<file path="config.mk">
export PLATFORM = sky130hd
export DESIGN_NAME = plru_tree
export DESIGN_NICKNAME = d
export VERILOG_FILES = /design/src/common/cache_pkg.sv /design/src/cache/plru_tree.sv
export VERILOG_INCLUDE_DIRS = /design/src /design/src/common
export SDC_FILE = /design/constraint.sdc
export NUM_CORES = 1
export LEC_CHECK = 0
export BUFFER_PORTS_ARGS = -buffer_cell sky130_fd_sc_hd__buf_2
export CAP_MARGIN = 15
export CORE_MARGIN = 2
export CORE_UTILIZATION = 60
export CTS_BUF_LIST = sky130_fd_sc_hd__clkbuf_16
export DETAILED_ROUTE_END_ITERATION = 10
export PLACE_DENSITY = 0.85
export SLEW_MARGIN = 25
export SYNTH_ARGS = -nofsm -noshare
export SYNTH_HDL_FRONTEND = slang
export SYNTH_SLANG_ARGS = --single-unit
</file>
<file path="constraint.sdc">
create_clock -name clk -period 2.44 [get_ports clk]
set_input_delay 0.366 -clock clk [delete_from_list [all_inputs] [get_ports clk]]
set_output_delay 0.366 -clock clk [all_outputs]
set_load 0.01 [all_outputs]
</file>
<file path="src/common/cache_defines.svh">
`ifndef CACHE_DEFINES_SVH
`define CACHE_DEFINES_SVH

`define CACHE_WAYS   4
`define CACHE_SETS   16
`define LINE_BYTES   32
`define ADDR_BITS    32
`define WORD_BITS    32

// derived field widths
`define LINE_BITS    (`LINE_BYTES * 8)
`define OFFSET_BITS  $clog2(`LINE_BYTES)
`define SET_BITS     $clog2(`CACHE_SETS)
`define WAY_BITS     $clog2(`CACHE_WAYS)
`define TAG_BITS     (`ADDR_BITS - `SET_BITS - `OFFSET_BITS)
`define WORD_BYTES   (`WORD_BITS / 8)
`define WSEL_LO      $clog2(`WORD_BYTES)   // low bit of word select
`define PLRU_BITS    (`CACHE_WAYS - 1)

`endif

</file>
<file path="src/common/cache_pkg.sv">
`include "cache_defines.svh"

package cache_pkg;

    typedef logic [`ADDR_BITS-1:0]  addr_t;
    typedef logic [`WORD_BITS-1:0]  word_t;
    typedef logic [`LINE_BITS-1:0]  line_t;
    typedef logic [`TAG_BITS-1:0]   tag_t;
    typedef logic [`SET_BITS-1:0]   set_t;
    typedef logic [`WAY_BITS-1:0]   way_t;
    typedef logic [`WORD_BYTES-1:0] bmask_t;
    typedef logic [`PLRU_BITS-1:0]  plru_t;

    // one request in flight, no pipeline
    typedef enum logic [1:0] {
        IDLE,
        LOOKUP,
        WRITEBACK,
        FILL
    } cache_state_t;

endpackage

</file>
<file path="src/cache/plru_tree.sv">
`include "cache_defines.svh"

module plru_tree (
    input  logic            clk,
    input  logic            rst,
    input  cache_pkg::set_t set,
    input  logic            touch,
    input  cache_pkg::way_t touch_way,
    output cache_pkg::way_t plru_way
);

    cache_pkg::plru_t tree [`CACHE_SETS];
    cache_pkg::set_t  set_q;
    cache_pkg::plru_t cur;

    always_ff @(posedge clk) begin
        set_q <= set;
    end

    // bit 0 picks the half, then that half's bit picks the way
    assign cur      = tree[set_q];
    assign plru_way = {cur[0], (cur[0] ? cur[2] : cur[1])};

    always_ff @(posedge clk) begin
        if (rst) begin
            for (int s = 0; s < `CACHE_SETS; s++) begin
                tree[s] <= '0;
            end
        end else if (touch) begin
            tree[set_q][0] <= ~touch_way[1];   // other half
            if (touch_way[1]) begin
                tree[set_q][2] <= ~touch_way[0];
            end else begin
                tree[set_q][1] <= ~touch_way[0];
            end
        end
    end

endmodule

</file>
# Yosys cells after proc, flatten, opt, wreduce, memory -nomap -nowiden
# Memory sizes are Yosys's and may differ from the RTL's. A register that Yosys moved wholly into a read port is not among the register bits.
# Cells that the tools add are included.
# W data, S select, Z words.
[totals]
output_inout_bits = 2
elab_cells = 22
ff_bits = 4
input_bits = 9
mem_bits_rw = 48
memories = 1
[mem_list]
columns = ["memory", "depth", "width", "rd", "rd_ports_with_merged_regs", "wr", "line_no", "rtl"]
rows = [
  ["tree", 16, 3, 1, 1, 16, "plru_tree.sv:12", "cache_pkg::plru_t tree [`CACHE_SETS];"],
]
[classes]
bitwise_logic = 2
reduce_logical = 1
n_mux = 17
[op_table]
columns = ["cell", "count"]
rows = [
  ["$mux W1", 14],
  ["$mux W3", 2],
  ["$mux W4", 1],
  ["$reduce_or A3 Y1", 1],
  ["$not A1 Y1", 2],
]

# Depth between registers and ports, before layout
# Gate-level depths: netlist (run 1).
[depth]
ltp_word = 6
ltp_mapped = 7
depth_no_buf = 4

# Least setup slack after synthesis (run 1)
# No wires, ideal clock.
[synth_timing]
path_kind = "register to output"
start = "reg set_q[0] (netlist name)"
end = "out plru_way[0]"
stages_incl_launch_ff = 6
path_buffers = 1
required_ns = 2.074
setup_slack_ns = 0.479
t_arrival_ns = 1.595
cell_sequence = "dfxtp_1 -> buf_6 -> mux4_1 -> a22oi_1 -> nand3_2 -> mux2_4"
[synth_rtl]
columns = ["item", "line_no", "rtl"]
rows = [
  ["end: declaration", "plru_tree.sv:9", "output cache_pkg::way_t plru_way"],
]

==> results of run 1 <==
[cell usage after synthesis (all sizes together)]
master	number
dfxtp	4
nand2b	17
a22oi	3
a41o	4
nor3	16
nor2b	4
mux4	12
nand2	15
nor4b	1
a31o	12
edfxtp	48
and4b	1
or2	16
nor2	34
mux2	1
clkbuf	17
nand3	10
buf	9
nor4bb	2
[cell usage in the layout, fill, tap and decap left out]
cell type / Yosys / routed
buf_2: 5 / 9
bufbuf_16: 0 / 1
nand3_2: 1 / 1
or2_2: 16 / 16
mux2_4: 1 / 1
mux4_1: 6 / 3
mux4_2: 6 / 9
nand2b_1: 17 / 17
a41o_1: 4 / 4
clkinv_2: 0 / 1
nor2_1: 34 / 34
nand2_1: 15 / 15
nor2b_1: 4 / 4
dfxtp_4: 0 / 1
nor3_1: 16 / 16
buf_4: 0 / 9
nand3_1: 9 / 9
inv_1: 0 / 2
buf_12: 1 / 3
buf_16: 0 / 1
and4b_1: 1 / 1
nor4bb_1: 2 / 2
buf_6: 1 / 1
clkbuf_16: 0 / 5
edfxtp_1: 48 / 48
nor4b_2: 1 / 1
a31o_2: 12 / 12
a22oi_2: 0 / 3
dfxtp_1: 4 / 3
[power by group through the flow]
| stage | Clock [mW] | Combinational (mW) | Sequential (mW) |
|---|---|---|---|
| after floorplan | 0 | 0.140 | 1.02 |
| after global placement | 0 | 0.168 | 1.03 |
| after detailed placement | 0 | 0.174 | 1.03 |
| after CTS | 0.669 | 0.197 | 1.01 |
| after global routing | 0.698 | 0.220 | 1.02 |
| final | 0.674 | 0.204 | 1.01 |
[kinds of logic after synthesis]
kind of cell / Yosys count / share of synthesized area [%]
buffers and inverters: 26 / 4.692
DFF: 52 / 55.93
muxes: 13 / 11.32
AOI/OAI and AO/OA: 19 / 6.164
and+or+nand+nor: 116 / 21.89
[critical path, cell delays in order (launching register included)]
cell	delay (ns)
dfxtp_4	0.39
buf_12	0.13
mux4_2	0.51
a22oi_2	0.21
nand3_2	0.11
mux2_4	0.32
buf_6	0.12
[through the flow]
step | utilization [%] | area (sq um) | worst slack (ns) | total power [mW]
5_1_grt | 69.97 | 3047 | -0.06787 | 1.934
3_3_place_gp | 64.31 | 2800 | 0.2495 | 1.198
3_5_place_dp | 64.31 | 2800 | 0.1839 | 1.204
6_report | 69.97 | 3047 | -0.01485 | 1.892
4_1_cts | 69.83 | 3040 | 0.001930 | 1.879
2_1_floorplan | - | 2720 | 0.4791 | 1.161
[area by class of cell]
cell class | instances | area [sq um]
sequential | 52 | 1525
fill | 288 | 1308
multi-input combinational | 148 | 1075
timing repair buffer | 24 | 244.0
clock buffer | 5 | 125.1
tap | 52 | 65.06
clock inverter | 3 | 12.51
[per-layer routing]
metal	global-route usage (%)	wire length (um)
met5	0	0
met4	6.709	73
met3	5.626	410
met2	40.02	2908
met1	33.01	2314
[what timing repair did]
item | CTS | global route
cloned | 2 | 0
buffers inserted | 3 | 0
resized for setup | 9 | 1
setup endpoints to repair | 1 | 1
pin swaps | 4 | 0
[final timing paths]
check	slack, ns	endpoint	startpoint	cells after the start
max	-0.01	plru_way[0]	set_q[0]	6
max reg2reg	0.32	tree[1][1]	set_q[0]	6
min reg2reg	0.95	tree[3][2]	set_q[1]	2
min	0.17	set_q[1]	set[1]	1
[sequential cells by signal, indices dropped and copies added (netlist names)]
name and cells:
tree 48, set_q 4
==> reports/results.ini, run 1 <==
[logic_synthesis]
netlist.area_leader.share_pct = 52.99
yosys.area.top_type = edfxtp_1
syn-cell-area_sq_um = 2720
synth-seq-area-share_pct = 55.93
yosysWarnings = 0
post_synth.cell_area_avg_sq_um = 12.04
ys_ff_latch = 52
syn_nets = 235
yosysUniqueCellTypes = 24
netlist_instances = 226
synthTopCellsByArea = edfxtp_1 (53%), mux4_1 (5.8%), mux4_2 (5.0%)

[worst_setup_path]
worstPathArrival_ns = 2.09
cp-end-kind = primary output
worstPathMaxFanout = 5
cp.required_ns = 2.07
crit_type = flop to primary output
worstSetupStartpointType = flop

[cells_and_area]
drive_gt1_share_pct = 31.90
nNetsFinal = 240
areaGrowthSynthToFinish_pct = 12.01
stdcell_count = 284
diodes = 0

[floorplan]
start_util_pct = 62.47
die_h_um = 71.33
die_area_sq_um = 5088
rows = 24
core-area_sq_um = 4354
die_w_um = 71.33
ios = 11

[detailed_routing]
post_drt_wl_per_cell_um = 20.10
drtIter0Drc = 183
drtAntennaViolNets = 0
routed-via-count = 1814
viasPerCell = 6.387
routed_wl_mm = 5.707
post-route-drc-count = 0
drt_first_pass_iters = 5

[clock_network]
tritoncts = yes
insertion_delay_ns = 0.29
clock_path_buffers = 2
cts_sinks = 52
cts-hold-fix-buffers = 0
cts-root-buf = clkbuf_16
htreeDepth = 2
numCtsBuffers = 5
clk_pin_slew_ns = 0.06

[worst_hold_path]
hp-class = primary input to flop

[global_route]
antenna_found_initial = 0
grt_max_degree = 49
grt_pass1_wl_mm = 9.211
gr-usage-all-layers_pct = 24.36
grt_pass1_vias = 1759
grt.overflow.total = 0

[timing]
tightest_slew_ns = 0.6888
post-route-period-util_pct = 100.6
fmax_mhz = 407.4
min_period_ns = 2.455
relSlewSlack_pct = 54.08
fin_ws_ns = -0.01485
fin_worst_skew_ns = 0.004716
hold_slack_ns = 0.1710
rsz0062_at_grt = true
setup_viol = 1
hold_violations = 0
tns_ns = -0.01485
slew_viol_final = 0

[pwr]
peakVddDrop_uv = 360.9
seqPwrFrac_pct = 53.6
pwr-share-comb_pct = 10.8
swShare_pct = 22.31
p_leak_nw = 1.188
clkPwrFrac_pct = 35.6
p_switching_mw = 0.4221
power.internal_mw = 1.470
power_density_nw_per_um2 = 621.1

[placement]
dp.cells = 271
hpwl_mm = 3.375
gp_congestion = 0.8100
port_buffers = 10

[run]
cap_violations = 0

[status]
violations = negative setup slack
outcome = complete, but fails checks

No activity file was read; power rests on OpenSTA's default activity.
==> run 2: changes to the inputs <==
CORE_UTILIZATION = 55   (was 60)
PLACE_DENSITY = 0.82   (was 0.85)
clock period = 2.1 ns   (was 2.44 ns; I/O delays follow)
==> run 2 against run 1 <==
The flow still finishes with violations (negative setup slack). Critical endpoint unchanged. First-iteration DRC count increased by 20%. Clock skew about the same. Highest routed layer unchanged. Total power increased by 24%. Final cell count increased by 9.9%.
==> reports/results.ini, run 2 (synthesis results as in run 1) <==
[status]
outcome = complete, but fails checks
violations = negative setup slack

[worst_setup_path]
cp.required_ns = 1.78
cp-end-kind = primary output
worstPathArrival_ns = 2.05
r2r_slack_ns = 0.22
crit_type = flop to primary output
worstPathMaxFanout = 4
worstSetupStartpointType = flop

[floorplan]
start_util_pct = 57.21
rows = 25
die_area_sq_um = 5524
core-area_sq_um = 4755
die_h_um = 74.33
die_w_um = 74.33
ios = 11

[timing]
slew_viol_final = 0
min_period_ns = 2.366
hold_violations = 0
post-route-period-util_pct = 112.7
setup_viol = 2
tightest_slew_ns = 0.3410
relSlewSlack_pct = 76.96
fin_ws_ns = -0.2659
rsz0062_at_grt = true
fin_worst_skew_ns = 0.004346
fmax_mhz = 422.7

[cells_and_area]
areaGrowthSynthToFinish_pct = 15.73
num-fill-cells = 351
largest-register = tree
multi_input_area_sq_um = 1072
layout_common_cells = edfxtp_1 (48), nor2_1 (34), buf_4 (24)
largest_reg_flops = 48
drive_gt1_share_pct = 35.10
stdcell_area_sq_um = 3148
final_util_pct = 66.21
diodes = 0
stdcell_count = 312
largestRegisters = tree (48), set_q (4)
mostFrequentLayoutCell = edfxtp_1
nNetsFinal = 253
ff_latch_area_sq_um = 1526

[clock_network]
insertion_delay_ns = 0.29
numCtsBuffers = 5
cts-hold-fix-buffers = 0
clk_pin_slew_ns = 0.07
clock_path_buffers = 2
cts-root-buf = clkbuf_16
tritoncts = yes
htreeDepth = 2
cts_sinks = 52

[detailed_routing]
viasPerCell = 6.244
drt_first_pass_iters = 5
drtAntennaViolNets = 0
post_drt_wl_per_cell_um = 19.40
drtIter0Drc = 220
routed-via-count = 1948
post-route-drc-count = 0
routed_wl_mm = 6.052

[global_route]
grt_pass1_vias = 1825
grt.overflow.total = 0
grt_max_degree = 50
gr-usage-all-layers_pct = 23.89
grt_pass1_wl_mm = 9.432
antenna_found_initial = 0

[placement]
hpwl_mm = 3.938
port_buffers = 10
placed_cell_area_sq_um = 2927
dp.cells = 302
gp_congestion = 0.8379

[pwr]
p_leak_nw = 1.237
power_density_nw_per_um2 = 745.4
peakVddDrop_uv = 377.2
p_total_mw = 2.346

[run]
cap_violations = 0

[worst_hold_path]
hp-class = primary input to flop

[run 2: cell types whose count changed in the layout (fill, tap and decap cells not counted), sizes merged]
cell and change:
clkinvlp +1, buf +14, clkinv -1, bufinv +1, inv -1, bufbuf -1
[run 2: metrics by stage]
step	hold slack (ns)	worst slack, ns	setup TNS (ns)
after CTS	0.1244	-0.2589	-0.3417
final	0.1247	-0.2659	-0.3580
after global routing	0.1237	-0.3320	-0.4920
after detailed placement	0.4224	-0.04196	-0.04196
after floorplan	0.3427	0.1901	0
after global placement	0.4176	0.002119	0
[run 2: worst max-delay path: stages, from the launching register on]
cell,delay (ns)
dfxtp_4,0.38
buf_6,0.12
mux4_2,0.50
a22oi_2,0.21
nand3_2,0.11
mux2_4,0.31
buf_6,0.12
[run 2: where the power goes]
group / total, mW / internal [mW] / switching [mW]
clock: 0.930 / 0.566 / 0.364
combinational: 0.235 / 0.117 / 0.118
sequential: 1.18 / 1.16 / 0.0226
[run 2: final cells by class]
| type | instances | share of cell area, % |
|---|---|---|
| multi-input cells | 148 | 34.06 |
| well taps | 67 | 2.663 |
| repair buffers | 37 | 9.340 |
| flip-flops and latches | 52 | 48.49 |
| clock buffers | 5 | 3.975 |
| clock inverters | 3 | 1.471 |
[run 2: what timing repair did]
item	CTS	global route
gates resized for setup	9	2
setup buffers	2	0
endpoints found under the hold margin	0	0
endpoints found under the setup margin	2	2
pin swaps	2	1
[run 2: final timing paths]
kind,from,end,cells after the start
worst min register to register,set_q[1],tree[7][2],1
worst max-delay path,set_q[0],plru_way[0],6
worst min-delay path,set[2],set_q[2],1
worst max register to register,set_q[3],tree[8][1],5
[run 2: routing by layer]
| layer | GRT usage, % | share of wire, % |
|---|---|---|
| met1 | 32.64 | 40 |
| met3 | 4.065 | 8.5 |
| met4 | 8.333 | 1.9 |
| met5 | 0 | 0 |
| met2 | 39.19 | 50 |
