## src/common/cache_defines.svh

```systemverilog
`ifndef CACHE_DEFINES_SVH
`define CACHE_DEFINES_SVH

`define CACHE_WAYS   4
`define CACHE_SETS   16
`define LINE_BYTES   32
`define ADDR_BITS    32
`define WORD_BITS    32

// derived field widths
`define LINE_BITS    (`LINE_BYTES * 8)
`define OFFSET_BITS  $clog2(`LINE_BYTES)
`define SET_BITS     $clog2(`CACHE_SETS)
`define WAY_BITS     $clog2(`CACHE_WAYS)
`define TAG_BITS     (`ADDR_BITS - `SET_BITS - `OFFSET_BITS)
`define WORD_BYTES   (`WORD_BITS / 8)
`define WSEL_LO      $clog2(`WORD_BYTES)   // low bit of word select
`define PLRU_BITS    (`CACHE_WAYS - 1)

`endif

```

## src/common/cache_pkg.sv

```systemverilog
`include "cache_defines.svh"

package cache_pkg;

    typedef logic [`ADDR_BITS-1:0]  addr_t;
    typedef logic [`WORD_BITS-1:0]  word_t;
    typedef logic [`LINE_BITS-1:0]  line_t;
    typedef logic [`TAG_BITS-1:0]   tag_t;
    typedef logic [`SET_BITS-1:0]   set_t;
    typedef logic [`WAY_BITS-1:0]   way_t;
    typedef logic [`WORD_BYTES-1:0] bmask_t;
    typedef logic [`PLRU_BITS-1:0]  plru_t;

    // one request in flight, no pipeline
    typedef enum logic [1:0] {
        IDLE,
        LOOKUP,
        WRITEBACK,
        FILL
    } cache_state_t;

endpackage

```

## src/common/cache_array_if.sv

```systemverilog
interface cache_array_if;

    cache_pkg::addr_t  addr;

    // lookup results, one cycle after addr
    logic              hit;
    cache_pkg::way_t   hit_way;
    cache_pkg::line_t  hit_line;
    logic              victim_dirty;
    cache_pkg::tag_t   victim_tag;
    cache_pkg::line_t  victim_line;

    logic              write_word;  // merge into hit way
    cache_pkg::word_t  wdata;
    cache_pkg::bmask_t wmask;
    logic              fill;        // install into victim way
    cache_pkg::line_t  fill_line;

    modport ctrl (
        output addr, write_word, wdata, wmask, fill, fill_line,
        input  hit, hit_way, hit_line, victim_dirty, victim_tag, victim_line
    );

    modport store (
        input  addr, write_word, wdata, wmask, fill, fill_line,
        output hit, hit_way, hit_line, victim_dirty, victim_tag, victim_line
    );

endinterface

```

## src/cache/cache_ctrl.sv

```systemverilog
`include "cache_defines.svh"

module cache_ctrl (
    input  logic              clk,
    input  logic              rst,

    input  cache_pkg::addr_t  ufp_addr,
    input  cache_pkg::bmask_t ufp_rmask,
    input  cache_pkg::bmask_t ufp_wmask,
    input  cache_pkg::word_t  ufp_wdata,
    output cache_pkg::word_t  ufp_rdata,
    output logic              ufp_resp,

    output cache_pkg::addr_t  dfp_addr,
    output logic              dfp_read,
    output logic              dfp_write,
    input  cache_pkg::line_t  dfp_rdata,
    output cache_pkg::line_t  dfp_wdata,
    input  logic              dfp_resp,

    cache_array_if.ctrl       arr,

    output logic              touch,
    output cache_pkg::way_t   touch_way
);

    cache_pkg::cache_state_t state;
    cache_pkg::cache_state_t state_next;

    logic                   request;
    cache_pkg::tag_t        req_tag;
    cache_pkg::set_t        req_set;
    logic [`OFFSET_BITS-`WSEL_LO-1:0] req_wsel;

    assign request  = (ufp_rmask != '0) || (ufp_wmask != '0);
    assign req_tag  = ufp_addr[`ADDR_BITS-1 -: `TAG_BITS];
    assign req_set  = ufp_addr[`OFFSET_BITS +: `SET_BITS];
    assign req_wsel = ufp_addr[`WSEL_LO +: (`OFFSET_BITS - `WSEL_LO)];

    // request fields go straight to the arrays, held by the cpu
    assign arr.addr      = ufp_addr;
    assign arr.wdata     = ufp_wdata;
    assign arr.wmask     = ufp_wmask;
    assign arr.fill_line = dfp_rdata;

    assign ufp_rdata = arr.hit_line[req_wsel * `WORD_BITS +: `WORD_BITS];
    assign dfp_wdata = arr.victim_line;
    assign touch_way = arr.hit_way;

    always_ff @(posedge clk) begin
        if (rst) begin
            state <= cache_pkg::IDLE;
        end else begin
            state <= state_next;
        end
    end

    always_comb begin
        state_next     = state;
        ufp_resp       = 1'b0;
        dfp_read       = 1'b0;
        dfp_write      = 1'b0;
        dfp_addr       = {req_tag, req_set, {`OFFSET_BITS{1'b0}}};
        arr.write_word = 1'b0;
        arr.fill       = 1'b0;
        touch          = 1'b0;

        unique case (state)
            cache_pkg::IDLE: begin
                if (request) begin
                    state_next = cache_pkg::LOOKUP;   // arrays read this cycle
                end
            end
            cache_pkg::LOOKUP: begin
                if (arr.hit) begin
                    ufp_resp       = 1'b1;
                    arr.write_word = (ufp_wmask != '0);
                    touch          = 1'b1;
                    state_next     = cache_pkg::IDLE;
                end else if (arr.victim_dirty) begin
                    state_next = cache_pkg::WRITEBACK;
                end else begin
                    state_next = cache_pkg::FILL;
                end
            end
            cache_pkg::WRITEBACK: begin
                dfp_write = 1'b1;
                dfp_addr  = {arr.victim_tag, req_set, {`OFFSET_BITS{1'b0}}};
                if (dfp_resp) begin
                    state_next = cache_pkg::FILL;
                end
            end
            cache_pkg::FILL: begin
                dfp_read = 1'b1;
                if (dfp_resp) begin
                    arr.fill   = 1'b1;
                    state_next = cache_pkg::LOOKUP;   // hits next cycle, arrays write-first
                end
            end
            default: begin
                state_next = cache_pkg::IDLE;
            end
        endcase
    end

endmodule

```

## src/flat_wrapper.sv

```systemverilog
// flat-port wrapper written by rule: the top's interface ports become plain ports
module cache_ctrl_flat 
  (clk, rst, ufp_addr, ufp_rmask, ufp_wmask, ufp_wdata, ufp_rdata, ufp_resp, dfp_addr, dfp_read, dfp_write, dfp_rdata, dfp_wdata, dfp_resp, touch, touch_way, arr_addr, arr_write_word, arr_wdata, arr_wmask, arr_fill, arr_fill_line, arr_hit, arr_hit_way, arr_hit_line, arr_victim_dirty, arr_victim_tag, arr_victim_line);
  cache_array_if arr_i ();
  input  logic clk;
  input  logic rst;
  input  cache_pkg::addr_t ufp_addr;
  input  cache_pkg::bmask_t ufp_rmask;
  input  cache_pkg::bmask_t ufp_wmask;
  input  cache_pkg::word_t ufp_wdata;
  output cache_pkg::word_t ufp_rdata;
  output logic ufp_resp;
  output cache_pkg::addr_t dfp_addr;
  output logic dfp_read;
  output logic dfp_write;
  input  cache_pkg::line_t dfp_rdata;
  output cache_pkg::line_t dfp_wdata;
  input  logic dfp_resp;
  output logic touch;
  output cache_pkg::way_t touch_way;
  output wire logic [$bits(arr_i.addr)-1:0] arr_addr;
  output wire logic [$bits(arr_i.write_word)-1:0] arr_write_word;
  output wire logic [$bits(arr_i.wdata)-1:0] arr_wdata;
  output wire logic [$bits(arr_i.wmask)-1:0] arr_wmask;
  output wire logic [$bits(arr_i.fill)-1:0] arr_fill;
  output wire logic [$bits(arr_i.fill_line)-1:0] arr_fill_line;
  input wire logic [$bits(arr_i.hit)-1:0] arr_hit;
  input wire logic [$bits(arr_i.hit_way)-1:0] arr_hit_way;
  input wire logic [$bits(arr_i.hit_line)-1:0] arr_hit_line;
  input wire logic [$bits(arr_i.victim_dirty)-1:0] arr_victim_dirty;
  input wire logic [$bits(arr_i.victim_tag)-1:0] arr_victim_tag;
  input wire logic [$bits(arr_i.victim_line)-1:0] arr_victim_line;
  assign arr_addr = arr_i.addr;
  assign arr_write_word = arr_i.write_word;
  assign arr_wdata = arr_i.wdata;
  assign arr_wmask = arr_i.wmask;
  assign arr_fill = arr_i.fill;
  assign arr_fill_line = arr_i.fill_line;
  assign arr_i.hit = arr_hit;
  assign arr_i.hit_way = arr_hit_way;
  assign arr_i.hit_line = arr_hit_line;
  assign arr_i.victim_dirty = arr_victim_dirty;
  assign arr_i.victim_tag = arr_victim_tag;
  assign arr_i.victim_line = arr_victim_line;
  cache_ctrl u_core (.clk(clk), .rst(rst), .ufp_addr(ufp_addr), .ufp_rmask(ufp_rmask), .ufp_wmask(ufp_wmask), .ufp_wdata(ufp_wdata), .ufp_rdata(ufp_rdata), .ufp_resp(ufp_resp), .dfp_addr(dfp_addr), .dfp_read(dfp_read), .dfp_write(dfp_write), .dfp_rdata(dfp_rdata), .dfp_wdata(dfp_wdata), .dfp_resp(dfp_resp), .arr(arr_i), .touch(touch), .touch_way(touch_way));
endmodule
```

## config.mk

```make
export PLATFORM = sky130hd
export DESIGN_NAME = cache_ctrl_flat
export DESIGN_NICKNAME = d
export VERILOG_FILES = /design/src/common/cache_pkg.sv /design/src/common/cache_array_if.sv /design/src/cache/cache_ctrl.sv /design/src/flat_wrapper.sv
export VERILOG_INCLUDE_DIRS = /design/src /design/src/common
export SDC_FILE = /design/constraint.sdc
export NUM_CORES = 1
export LEC_CHECK = 0
export BUFFER_PORTS_ARGS = -buffer_cell sky130_fd_sc_hd__buf_2
export CAP_MARGIN = 20
export CORE_AREA = 5 5 586 588
export DETAILED_ROUTE_END_ITERATION = 12
export DIE_AREA = 0 0 591 593
export GPL_ROUTABILITY_DRIVEN = 0
export HOLD_SLACK_MARGIN = 0.06
export SYNTH_ARGS = -nofsm -noshare
export SYNTH_HDL_FRONTEND = slang
export SYNTH_SLANG_ARGS = --single-unit
```

## constraint.sdc

```tcl
create_clock -name clk -period 1.75 [get_ports clk]
set_clock_uncertainty 0.05 [all_clocks]
set_input_delay 0 -clock clk [delete_from_list [all_inputs] [get_ports clk]]
set_output_delay 0 -clock clk [all_outputs]
set_load 0.01 [all_outputs]
```

## Word level (Yosys, flattened, before mapping)

Index checks and enable logic that the tools add are counted.

| storage, ports and cells | value |
|---|---|
| flip-flop bits (word level) | 2 |
| bits of input ports | 870 |
| output and inout bits | 652 |
| logic and storage cells | 28 |

| cells by class | value |
|---|---|
| eq/ne operators | 6 |
| shift operators | 1 |
| muxes and demuxes | 15 |
| reduce and logical (&&, ||, !) cells | 5 |

Operators with widths:

| cell | count |
|---|---|
| indexed part select 256 x 9 -> 32 bit | 1 |
| 2-to-1 mux 32 bit | 1 |
| 2-to-1 mux 1 bit | 9 |
| 2-to-1 mux 2 bit | 4 |
| case mux 2 bit (4 select lines) | 1 |
| nonzero test 4 bit | 2 |
| == test 2 bit, second input constant | 2 |
| inequality test 2 bit, second input constant | 2 |
| AND reduction 3 bit | 1 |
| == test 2 x 1 -> 1 bit, second input constant | 1 |
| zero test 2 bit | 1 |
| inequality test 2 x 1 -> 1 bit, second input constant | 1 |
| logical OR 1 bit | 1 |

## Logic depth before layout (Yosys ltp)

Gate-level depths: netlist of the first run.

| logic depth | value |
|---|---|
| depth in word-level cells | 4 |
| gate-level depth with buffers | 6 |
| depth with buffers taken out | 5 |

## Worst setup path after synthesis of the first run

Ideal clock, no wire load.

| timing | value |
|---|---|
| path kind | flip-flop to output port |
| from | register u_core.state[0] |
| to | output dfp_addr[12] |
| arrival time | 1.631 ns |
| data required time | 1.700 ns |
| setup slack | 0.069 ns |
| cell stages (with the launch flop) | 6 |
| buffers on the path | 2 |
| path through | dfxtp_1 -> inv_1 -> ha_1 -> clkbuf_1 -> buf_1 -> mux2_2 |

| between the ends | value |
|---|---|
| longest elaborated chain between the ends | 2 |

Ends and longest elaborated chain:

| element | line | text |
|---|---|---|
| start, declared | cache_ctrl.sv:27 | `cache_pkg::cache_state_t state;` |
| start signal, assigned | cache_ctrl.sv:52 | `state <= cache_pkg::IDLE;` |
| start signal, assigned | cache_ctrl.sv:54 | `state <= state_next;` |
| == test 2 bit | cache_ctrl.sv:68 | `unique case (state)` |
| 2-to-1 mux 32 bit | cache_ctrl.sv:68 |  |
| end, declared | flat_wrapper.sv:13 | `output cache_pkg::addr_t dfp_addr;` |

Every way passes these cells.

## Worst setup path after layout of the first run

| timing | value |
|---|---|
| from | register u_core.state[1] |
| to | register u_core.state[0] |

| between the ends | value |
|---|---|
| longest elaborated chain between the ends | 3 |
| elaborated cells on any way between the ends | 9 |
| classes of those cells | 6 x eq/ne; 1 x mux; 2 x reduce/logical |

Ends and longest elaborated chain:

| element | line |
|---|---|
| == test 2 bit or zero test 2 bit (tied branches) | cache_ctrl.sv:68 |
| inequality test 2 bit (no source line) or inequality test 2 x 1 -> 1 bit (tied branches) | - |
| AND reduction 3 bit (no source line) | - |

Parallel ways exist; a longest one is shown, timed or not.
A chain may end at the register's enable or synchronous reset.

==> results.cfg, run 1 <==
[timing]
setup_ws_ns = -0.000532
tightest_slew_ns = 1.03
rsz0062_at_grt = false
slew_viol_final = 0
relSlewSlack_pct = 31.1
max_clock_freq_mhz = 571
fin_crit_sh_pct = 100
post-route-min-period_ns = 1.75
hold_viol_final = 0
setup_viol = 1

[yosys]
yosys_warnings = 0
ys_seq_elements = 2
ys_async_sr_fraction_pct = 0
synth_most_common_cell = buf_4
synth_common_cells = 592 x buf_4, 55 x mux2_2, 40 x mux4_1
ys_types = 23
synth_flop_cell = dfxtp_1
yosys.area.top_type = buf_4
seq_area_frac_synth_pct = 0.571
synthCells = 759
synth_area_um2 = 7010
synth_edf_count = 0
synth.top_cell.area_share_pct = 63.4
yosys-top-cells-area = buf_4 63%, mux4_1 15%, mux2_2 8.8%
avgSynthCellArea_um2 = 9.23

[final_layout]
num-nets-final = 2024
final_area_um2 = 16600
drive_gt1_share_pct = 46.1
largestRegisters = u_core.state: 2 flops
largest_reg_flops = 2
largest_register = u_core.state
nFillCells = 40100
final_util_pct = 4.90
areaGrowthSynthToFinish_pct = 136
finalNonFillerCells = 5836

[routing]
detail_route.iter0.violations = 760
postRouteAntennaNets = 1
drt-pass1-iter-count = 4
wl_met3_um = 58400
post_drt_wl_per_cell_um = 55.2
route.detailed.drc = 0
vias = 11200
dr_wl_met2_um = 144000
wl_met1_um = 108000
via_per_inst = 1.91
wl_um = 322000
top_layer = met5

[worst_setup_path]
r2r-start = u_core.state[1]
critPathMaxStageDelay_ns = 0.53
critPathSlowestCell = a2111oi_0
crit_family = compound AO/OA/AOI/OAI gates
required_ns = 1.77
path_class = reg -> reg
cp-end-kind = register
start_kind = register
worstPathArrival_ns = 1.77
reg2reg_slack_ns = -0.0005
rr_worst_depth = 5
cp_max_fo = 4
crit_chain = inv_1 > ha_1 > nor2b_1 > a2111oi_0 > a221oi_1
critPathBufInv = 1
rr_endpoint = u_core.state[0]

[cts]
cts_num_sinks = 2
clk_pin_slew_ns = 0.03
cts_buffer_depth = 2
worstSkewPairLatency_ns = 0.22
cts_tree = built
cts-root-buf = clkbuf_16
numCtsBuffers = 3
htree_levels = 1

[worst_hold_path]
min_path_cells = 1
holdPathEnd = dfp_addr[7]
hold_start = ufp_addr[7]
hold_path_class = in -> out

[die]
die_area_um2 = 350000
die_h_um = 593
initial_core_util_pct = 2.07
io_pins = 1522
die_x_um = 591
rows = 214
core_area_um2 = 338000

[placement]
placed_area_um2 = 10500
io_buffers = 408
post-place-cells = 5126
place_hpwl_um = 316000

[grt]
grt_first_pass_wirelength_um = 342000
antenna_found_initial = 696
grt_max_degree = 21
grt_pass1_vias = 8361
grt-ovfl-total = 0
track_usage_pct = 17.5

[status]
violations = antenna rules, setup timing
outcome = finished with violations

[pwr]
leakage_uw = 0.00507
power_density_nw_per_um2 = 319
peakVddDrop_mv = 0.197

[job]
maxCapViolCount = 0
## logic make-up (layout without fill, tap and decap cells)
family	after synthesis	in the layout	share of synthesized area, %
buffers and inverters	618	1003	65.6
flip-flops	2	2	0.571
multiplexers	120	120	31.7
adder cells (fa/ha/maj)	4	4	0.714
AND/OR/NAND/NOR	9	9	0.750
AO/OA/AOI/OAI	5	5	0.625
other	1	157	0.0535
## how the worst max path moves through the flow
stage,start,endpoint,slack (ns),cells past startpoint
finish,u_core.state[1],u_core.state[0],-0.0005,5
global route,u_core.state[1],dfp_addr[14],0.004,4
CTS,u_core.state[0],dfp_addr[14],0.002,5
detailed placement,ufp_addr[2],ufp_rdata[17],0.03,5
global placement,ufp_addr[2],ufp_rdata[17],0.04,5
floorplan,u_core.state[0],dfp_addr[12],0.07,5
## worst reg2reg max path: stages (launching register included)
cell,delay [ns]
dfxtp_1,0.41
inv_1,0.10
ha_1,0.19
nor2b_1,0.16
a2111oi_0,0.54
a221oi_1,0.15
## stage by stage
step	worst slack, ns	hold WS, ns	total power, uW	setup TNS [ns]
detailed placement	0.0311	-0.0499	2070	0
global placement	0.0361	-0.0499	2040	0
finish	-0.000532	0.113	5290	-0.000532
global route	0.00439	0.125	5440	0
floorplan	0.0691	0.0287	2020	0
CTS	0.00167	0.125	5510	0
## cell type report
type	count	area [um2]	area share, %
sequential	2	40.0	0.242
clock buffer	3	75.1	0.453
timing repair buffer	995	7980	48.2
antenna	152	380	2.30
tap	4536	5680	34.3
multi-input combinational	143	2400	14.5
inverter	5	18.8	0.113
## timing repair
action,in CTS,in global routing
buffers inserted,1,0
hold buffers,553,0
resized for setup,9,1
cloned,1,0
endpoints found under the setup margin,19,20
pin swaps,0,0
hold endpoints to repair,558,0
## per-layer routing
metal  global-route usage, %  vias up
met3                    14.5     1288
li1                        -     2955
met1                    17.5     4343
met4                   0.950      466
met2                    29.3     2123
met5                       0        -
## cells in the final DEF, fill, tap and decap left out, types with 2 or more instances in the layout
cell type,Yosys,routed
mux2_2,55,55
and2_1,2,2
buf_12,0,8
dlygate4sd3_1,0,552
inv_1,5,4
ha_1,4,3
dfxtp_1,2,2
conb_1,1,5
buf_2,1,398
nor2b_1,3,3
mux4_2,24,24
nor4_1,2,2
diode_2,0,152
clkbuf_16,0,3
mux4_1,40,40
buf_4,592,35
## power breakdown
| group | internal [uW] | switching, uW | leakage (uW) |
|---|---|---|---|
| registers | 50.1 | 4.53 | 0.0000165 |
| clock network | 291 | 55.9 | 0.0000379 |
| logic | 1630 | 3250 | 0.00501 |
| total | 1970 | 3310 | 0.00507 |
(Power assumes the default switching activity.)
==> run 2: changes to the inputs <==
Clock period 1.75 ns to 2 ns, I/O delays scaled along.
==> run 2 against run 1 <==
Net effect:
- global-route usage is essentially flat
- first-iteration DRC count shrank 3.3%
- non-clock buffer count shrank 10
- the run now ends clean
- sequential share of layout area is essentially flat
- worst setup slack gained 0.14 ns
- via count shrank 1.7%
- critical path depth is the same
- wire length shrank 0.17%
- utilization is essentially flat
- design area shrank 0.27%
==> results.cfg, run 2 (same netlist as run 1, synthesis figures left out) <==
[cts]
cts_num_sinks = 2
post-cts-setup-buffers = 0
worstSkewPairLatency_ns = 0.22
numCtsBuffers = 3
cts_tree = built
cts_hold_buf = 553
htree_levels = 1
clk_pin_slew_ns = 0.03
cts_buffer_depth = 2
cts-root-buf = clkbuf_16
ctsResizeCount = 0

[worst_setup_path]
crit_start = u_core.state[0]
crit_family = buffers and inverters
critPathMaxStageDelay_ns = 0.36
path_class = reg -> out
rr_endpoint = u_core.state[0]
worstPathArrival_ns = 1.81
critPathSlowestCell = mux2_2
critPathBufInv = 3
crit_chain = inv_1 > ha_2 > buf_12 > mux2_2 > buf_2
rr_worst_depth = 5
reg2reg_slack_ns = 0.29
r2r-start = u_core.state[0]
cp_max_fo = 26
crit_cells = 5
start_kind = register
cp-end-kind = output pin
required_ns = 1.95

[pwr]
pwr-share-seq_pct = 1.0
leakage_uw = 0.00500
power.internal_uw = 1700
p_sw_uw = 2890
p_sw_share_pct = 63.0
p_comb_share_pct = 92.4
power_density_nw_per_um2 = 278
peakVddDrop_mv = 0.142
clkPwrFrac_pct = 6.6

[timing]
hold_viol_final = 0
setup_viol = 0
relSlewSlack_pct = 18.5
fin_setup_tns_ns = 0
post-route-min-period_ns = 1.86
rsz0062_at_grt = false
tightest_slew_ns = 1.22
max_clock_freq_mhz = 537
fin_crit_sh_pct = 93.0
setup_ws_ns = 0.140
slew_viol_final = 0

[final_layout]
drive_gt1_share_pct = 45.5
largestRegisters = u_core.state: 2 flops
largest_register = u_core.state
final_common_cell = dlygate4sd3_1
num-nets-final = 2014
largest_reg_flops = 2
areaGrowthSynthToFinish_pct = 136
layout_common_cells = 552 x dlygate4sd3_1, 405 x buf_2, 55 x mux2_2, 40 x mux4_1, 24 x mux4_2

[die]
initial_core_util_pct = 2.07
die_h_um = 593
rows = 214
die_area_um2 = 350000
io_pins = 1522
core_area_um2 = 338000
die_x_um = 591

[routing]
vias = 11000
route.detailed.drc = 0
postRouteAntennaNets = 0
drt-pass1-iter-count = 4
via_per_inst = 1.87
detail_route.iter0.violations = 735
wl_um = 321000
post_drt_wl_per_cell_um = 54.8

[grt]
track_usage_pct = 17.4
grt-ovfl-total = 0
grt_max_degree = 27
grt_pass1_vias = 8093
antenna_found_initial = 695
grt_first_pass_wirelength_um = 340000

[worst_hold_path]
holdPathEnd = arr_addr[7]
hold_path_class = in -> out
hold_start = ufp_addr[7]
min_path_cells = 1

[placement]
io_buffers = 408
place_hpwl_um = 316000
pre_cts_slack_ns = 0.238

[status]
outcome = complete, no violations

[job]
maxCapViolCount = 0
==> run 2: cell types whose count changed in the layout (fill, tap and decap cells not counted), sizes merged <==
cell and delta:
diode +36, buf -10
==> run 2: cell type report <==
cell class                 instances  area (um2)
fill                           40100      321000
clock buffer                       3        75.1
timing repair buffer             985        7850
multi-input combinational        143        2390
antenna                          188         470
sequential                         2        40.0
tap                             4536        5680
inverter                           5        18.8
==> run 2: metrics by stage <==
| stage | utilization, % | total power, uW | instances | hold WS, ns | instance area [um2] |
|---|---|---|---|---|---|
| floorplan | - | 1770 | 763 | 0.0287 | 7020 |
| global placement | 3.09 | 1760 | 5118 | -0.0499 | 10400 |
| detailed placement | 3.09 | 1790 | 5118 | -0.0499 | 10400 |
| CTS | 4.75 | 4790 | 5674 | 0.121 | 16100 |
| global route | 4.79 | 4720 | 5734 | 0.124 | 16200 |
| finish | 4.89 | 4590 | 5862 | 0.113 | 16500 |
==> run 2: worst max path at each step <==
| stage | to |
|---|---|
| finish | dfp_addr[21] |
| global route | dfp_addr[21] |
| CTS | dfp_addr[16] |
| detailed placement | ufp_rdata[17] |
| global placement | ufp_rdata[19] |
| floorplan | dfp_addr[12] |
==> run 2: worst reg2reg max path, delay by kind of cell, from the launching register on <==
| family | cells | cell delay [ns] |
|---|---|---|
| AOI/OAI and AO/OA | 2 | 0.65 |
| adders and majority gates | 1 | 0.23 |
| buffers and inverters | 2 | 0.28 |
| DFF | 1 | 0.35 |
==> run 2: power by group through the flow <==
| stage | Combinational [uW] | Sequential, uW | Clock (uW) |
|---|---|---|---|
| 6_report | 4250 | 47.2 | 301 |
| 5_1_grt | 4370 | 47.5 | 303 |
| 4_1_cts | 4440 | 46.9 | 300 |
| 3_5_place_dp | 1740 | 47.4 | 0 |
| 3_3_place_gp | 1720 | 46.9 | 0 |
| 2_1_floorplan | 1720 | 46.7 | 0 |
==> run 2: layer usage <==
layer | track usage [%] | wire length (um) | vias up
met1 | 17.0 | 105000 | 4175
met2 | 29.1 | 144000 | 2105
met5 | 0 | 2960 | -
met3 | 15.2 | 61400 | 1284
met4 | 1.12 | 8550 | 456
li1 | - | - | 2964
==> run 3: changes to the inputs <==
Settings changed: CORE_AREA 5 5 586 588 to 5 5 598 600, DIE_AREA 0 0 591 593 to 0 0 603 605.
Clock period 2 ns to 2.3 ns, I/O delays scaled along.
==> run 3 against run 2 <==
Net effect:
- the run now ends with antenna rules left
- sequential cell count stayed put
- first-iteration DRC count is 11% lower
- count of clock-buffer cells in the layout stayed put
- worst setup slack better by 0.31 ns
- critical path depth stayed put
- global-route usage is 1.9 points lower
- clock power is 12% lower
- non-clock buffer count is 6 lower
- power is 15% lower
- sequential share of layout area hardly changed
- register-to-register slack better by 0.16 ns
- cell count is 1.4% higher
- critical path type is now reg -> reg
==> results.cfg, run 3 (same netlist as run 1, synthesis figures left out) <==
[cts]
post-cts-setup-buffers = 0
cts_num_sinks = 2
cts_tree = built
cts_buffer_depth = 2
htree_levels = 1
numCtsBuffers = 3
ctsResizeCount = 0
worstSkewPairLatency_ns = 0.22
cts-root-buf = clkbuf_16
clk_pin_slew_ns = 0.03
cts_hold_buf = 553

[final_layout]
nFillCells = 41500
largestRegisters = u_core.state: 2 flops
largest_register = u_core.state
areaGrowthSynthToFinish_pct = 138
largest_reg_flops = 2
drive_gt1_share_pct = 45.2
num-nets-final = 2008
multi_input_area_um2 = 2390
final_common_cell = dlygate4sd3_1
regArea_um2 = 40.0
layout_common_cells = 552 x dlygate4sd3_1, 400 x buf_2, 55 x mux2_2, 40 x mux4_1, 24 x mux4_2

[routing]
via_per_inst = 1.80
detail_route.iter0.violations = 653
drt-pass1-iter-count = 4
route.detailed.drc = 0
wl_um = 298000
post_drt_wl_per_cell_um = 50.2
vias = 10700
postRouteAntennaNets = 1

[die]
initial_core_util_pct = 1.99
core_area_um2 = 352000
die_h_um = 605
io_pins = 1522
rows = 218
die_area_um2 = 365000
die_x_um = 603

[worst_setup_path]
cp_max_fo = 26
reg2reg_slack_ns = 0.45
rr_endpoint = u_core.state[0]
worstPathArrival_ns = 1.86
start_kind = register
cp-end-kind = register
r2r-start = u_core.state[0]
rr_worst_depth = 5
path_class = reg -> reg
required_ns = 2.31

[timing]
tightest_slew_ns = 1.15
fin_setup_tns_ns = 0
fin_crit_sh_pct = 80.5
rsz0062_at_grt = false
hold_viol_final = 0
setup_ws_ns = 0.450
slew_viol_final = 0
post-route-min-period_ns = 1.85
relSlewSlack_pct = 23.2
setup_viol = 0
max_clock_freq_mhz = 540

[status]
outcome = finished with violations
violations = antenna rules

[pwr]
power_density_nw_per_um2 = 234
finalPower_uw = 3900
peakVddDrop_mv = 0.155
leakage_uw = 0.00500

[job]
maxCapViolCount = 0

[grt]
grt_first_pass_wirelength_um = 319000
grt_max_degree = 41
met1_usage_pct = 15.5
track_usage_pct = 15.6
antenna_found_initial = 633
busiest_layer = met2
gr-usage-met3_pct = 13.7
grt_pass1_vias = 8237
grt-ovfl-total = 0
use_met2_pct = 25.3

[placement]
io_buffers = 408
place_hpwl_um = 288000
pre_cts_slack_ns = 0.378

[worst_hold_path]
min_path_cells = 1
holdPathEnd = arr_addr[7]
hold_path_class = in -> out
hold_start = ufp_addr[7]
[run 3: changes by cell type in the layout (fill, tap and decap cells not counted), sizes merged]
| cell | change |
|---|---|
| buf | -6 |
| diode | +2 |
[run 3: how the worst max path moves through the flow]
stage,from,end,cells after the start
finish,u_core.state[0],u_core.state[0],5
global route,ufp_addr[2],ufp_rdata[24],5
CTS,ufp_addr[2],ufp_rdata[22],5
detailed placement,ufp_addr[2],ufp_rdata[12],5
global placement,ufp_addr[2],ufp_rdata[12],5
floorplan,u_core.state[0],dfp_addr[12],5
[run 3: area by class of cell]
class | count | area share [%]
Clock buffer | 3 | 0.450
Timing Repair Buffer | 979 | 47.3
Antenna cell | 190 | 2.85
Tap cell | 4620 | 34.7
Sequential cell | 2 | 0.240
Inverter | 5 | 0.113
Multi-Input combinational cell | 143 | 14.4
[run 3: power by group]
| part | switching [uW] | total (uW) | internal, uW |
|---|---|---|---|
| Combinational | 2370 | 3600 | 1230 |
| Sequential | 3.22 | 41.3 | 38.1 |
| Clock | 43.5 | 265 | 221 |
[run 3: per-layer routing]
metal | share of wire [%] | vias to the layer above
li1 | - | 2961
met5 | 0.84 | -
met1 | 34 | 4436
met3 | 19 | 1042
met2 | 44 | 1939
met4 | 2.6 | 336
[run 3: critical path, stage by stage (launching register included)]
cell	delay, ns
dfxtp_1	0.36
inv_1	0.10
ha_1	0.25
buf_12	0.18
a2111oi_0	0.55
a221oi_1	0.18
[run 3: through the flow]
| step | instances | hold slack [ns] | cell area [um2] | utilization (%) |
|---|---|---|---|---|
| after floorplan | 763 | 0.0287 | 7020 | - |
| after global placement | 5196 | -0.0499 | 10600 | 3.01 |
| after detailed placement | 5196 | -0.0499 | 10600 | 3.01 |
| after CTS | 5752 | 0.116 | 16200 | 4.60 |
| after global routing | 5806 | 0.109 | 16300 | 4.64 |
| final | 5942 | 0.105 | 16700 | 4.74 |
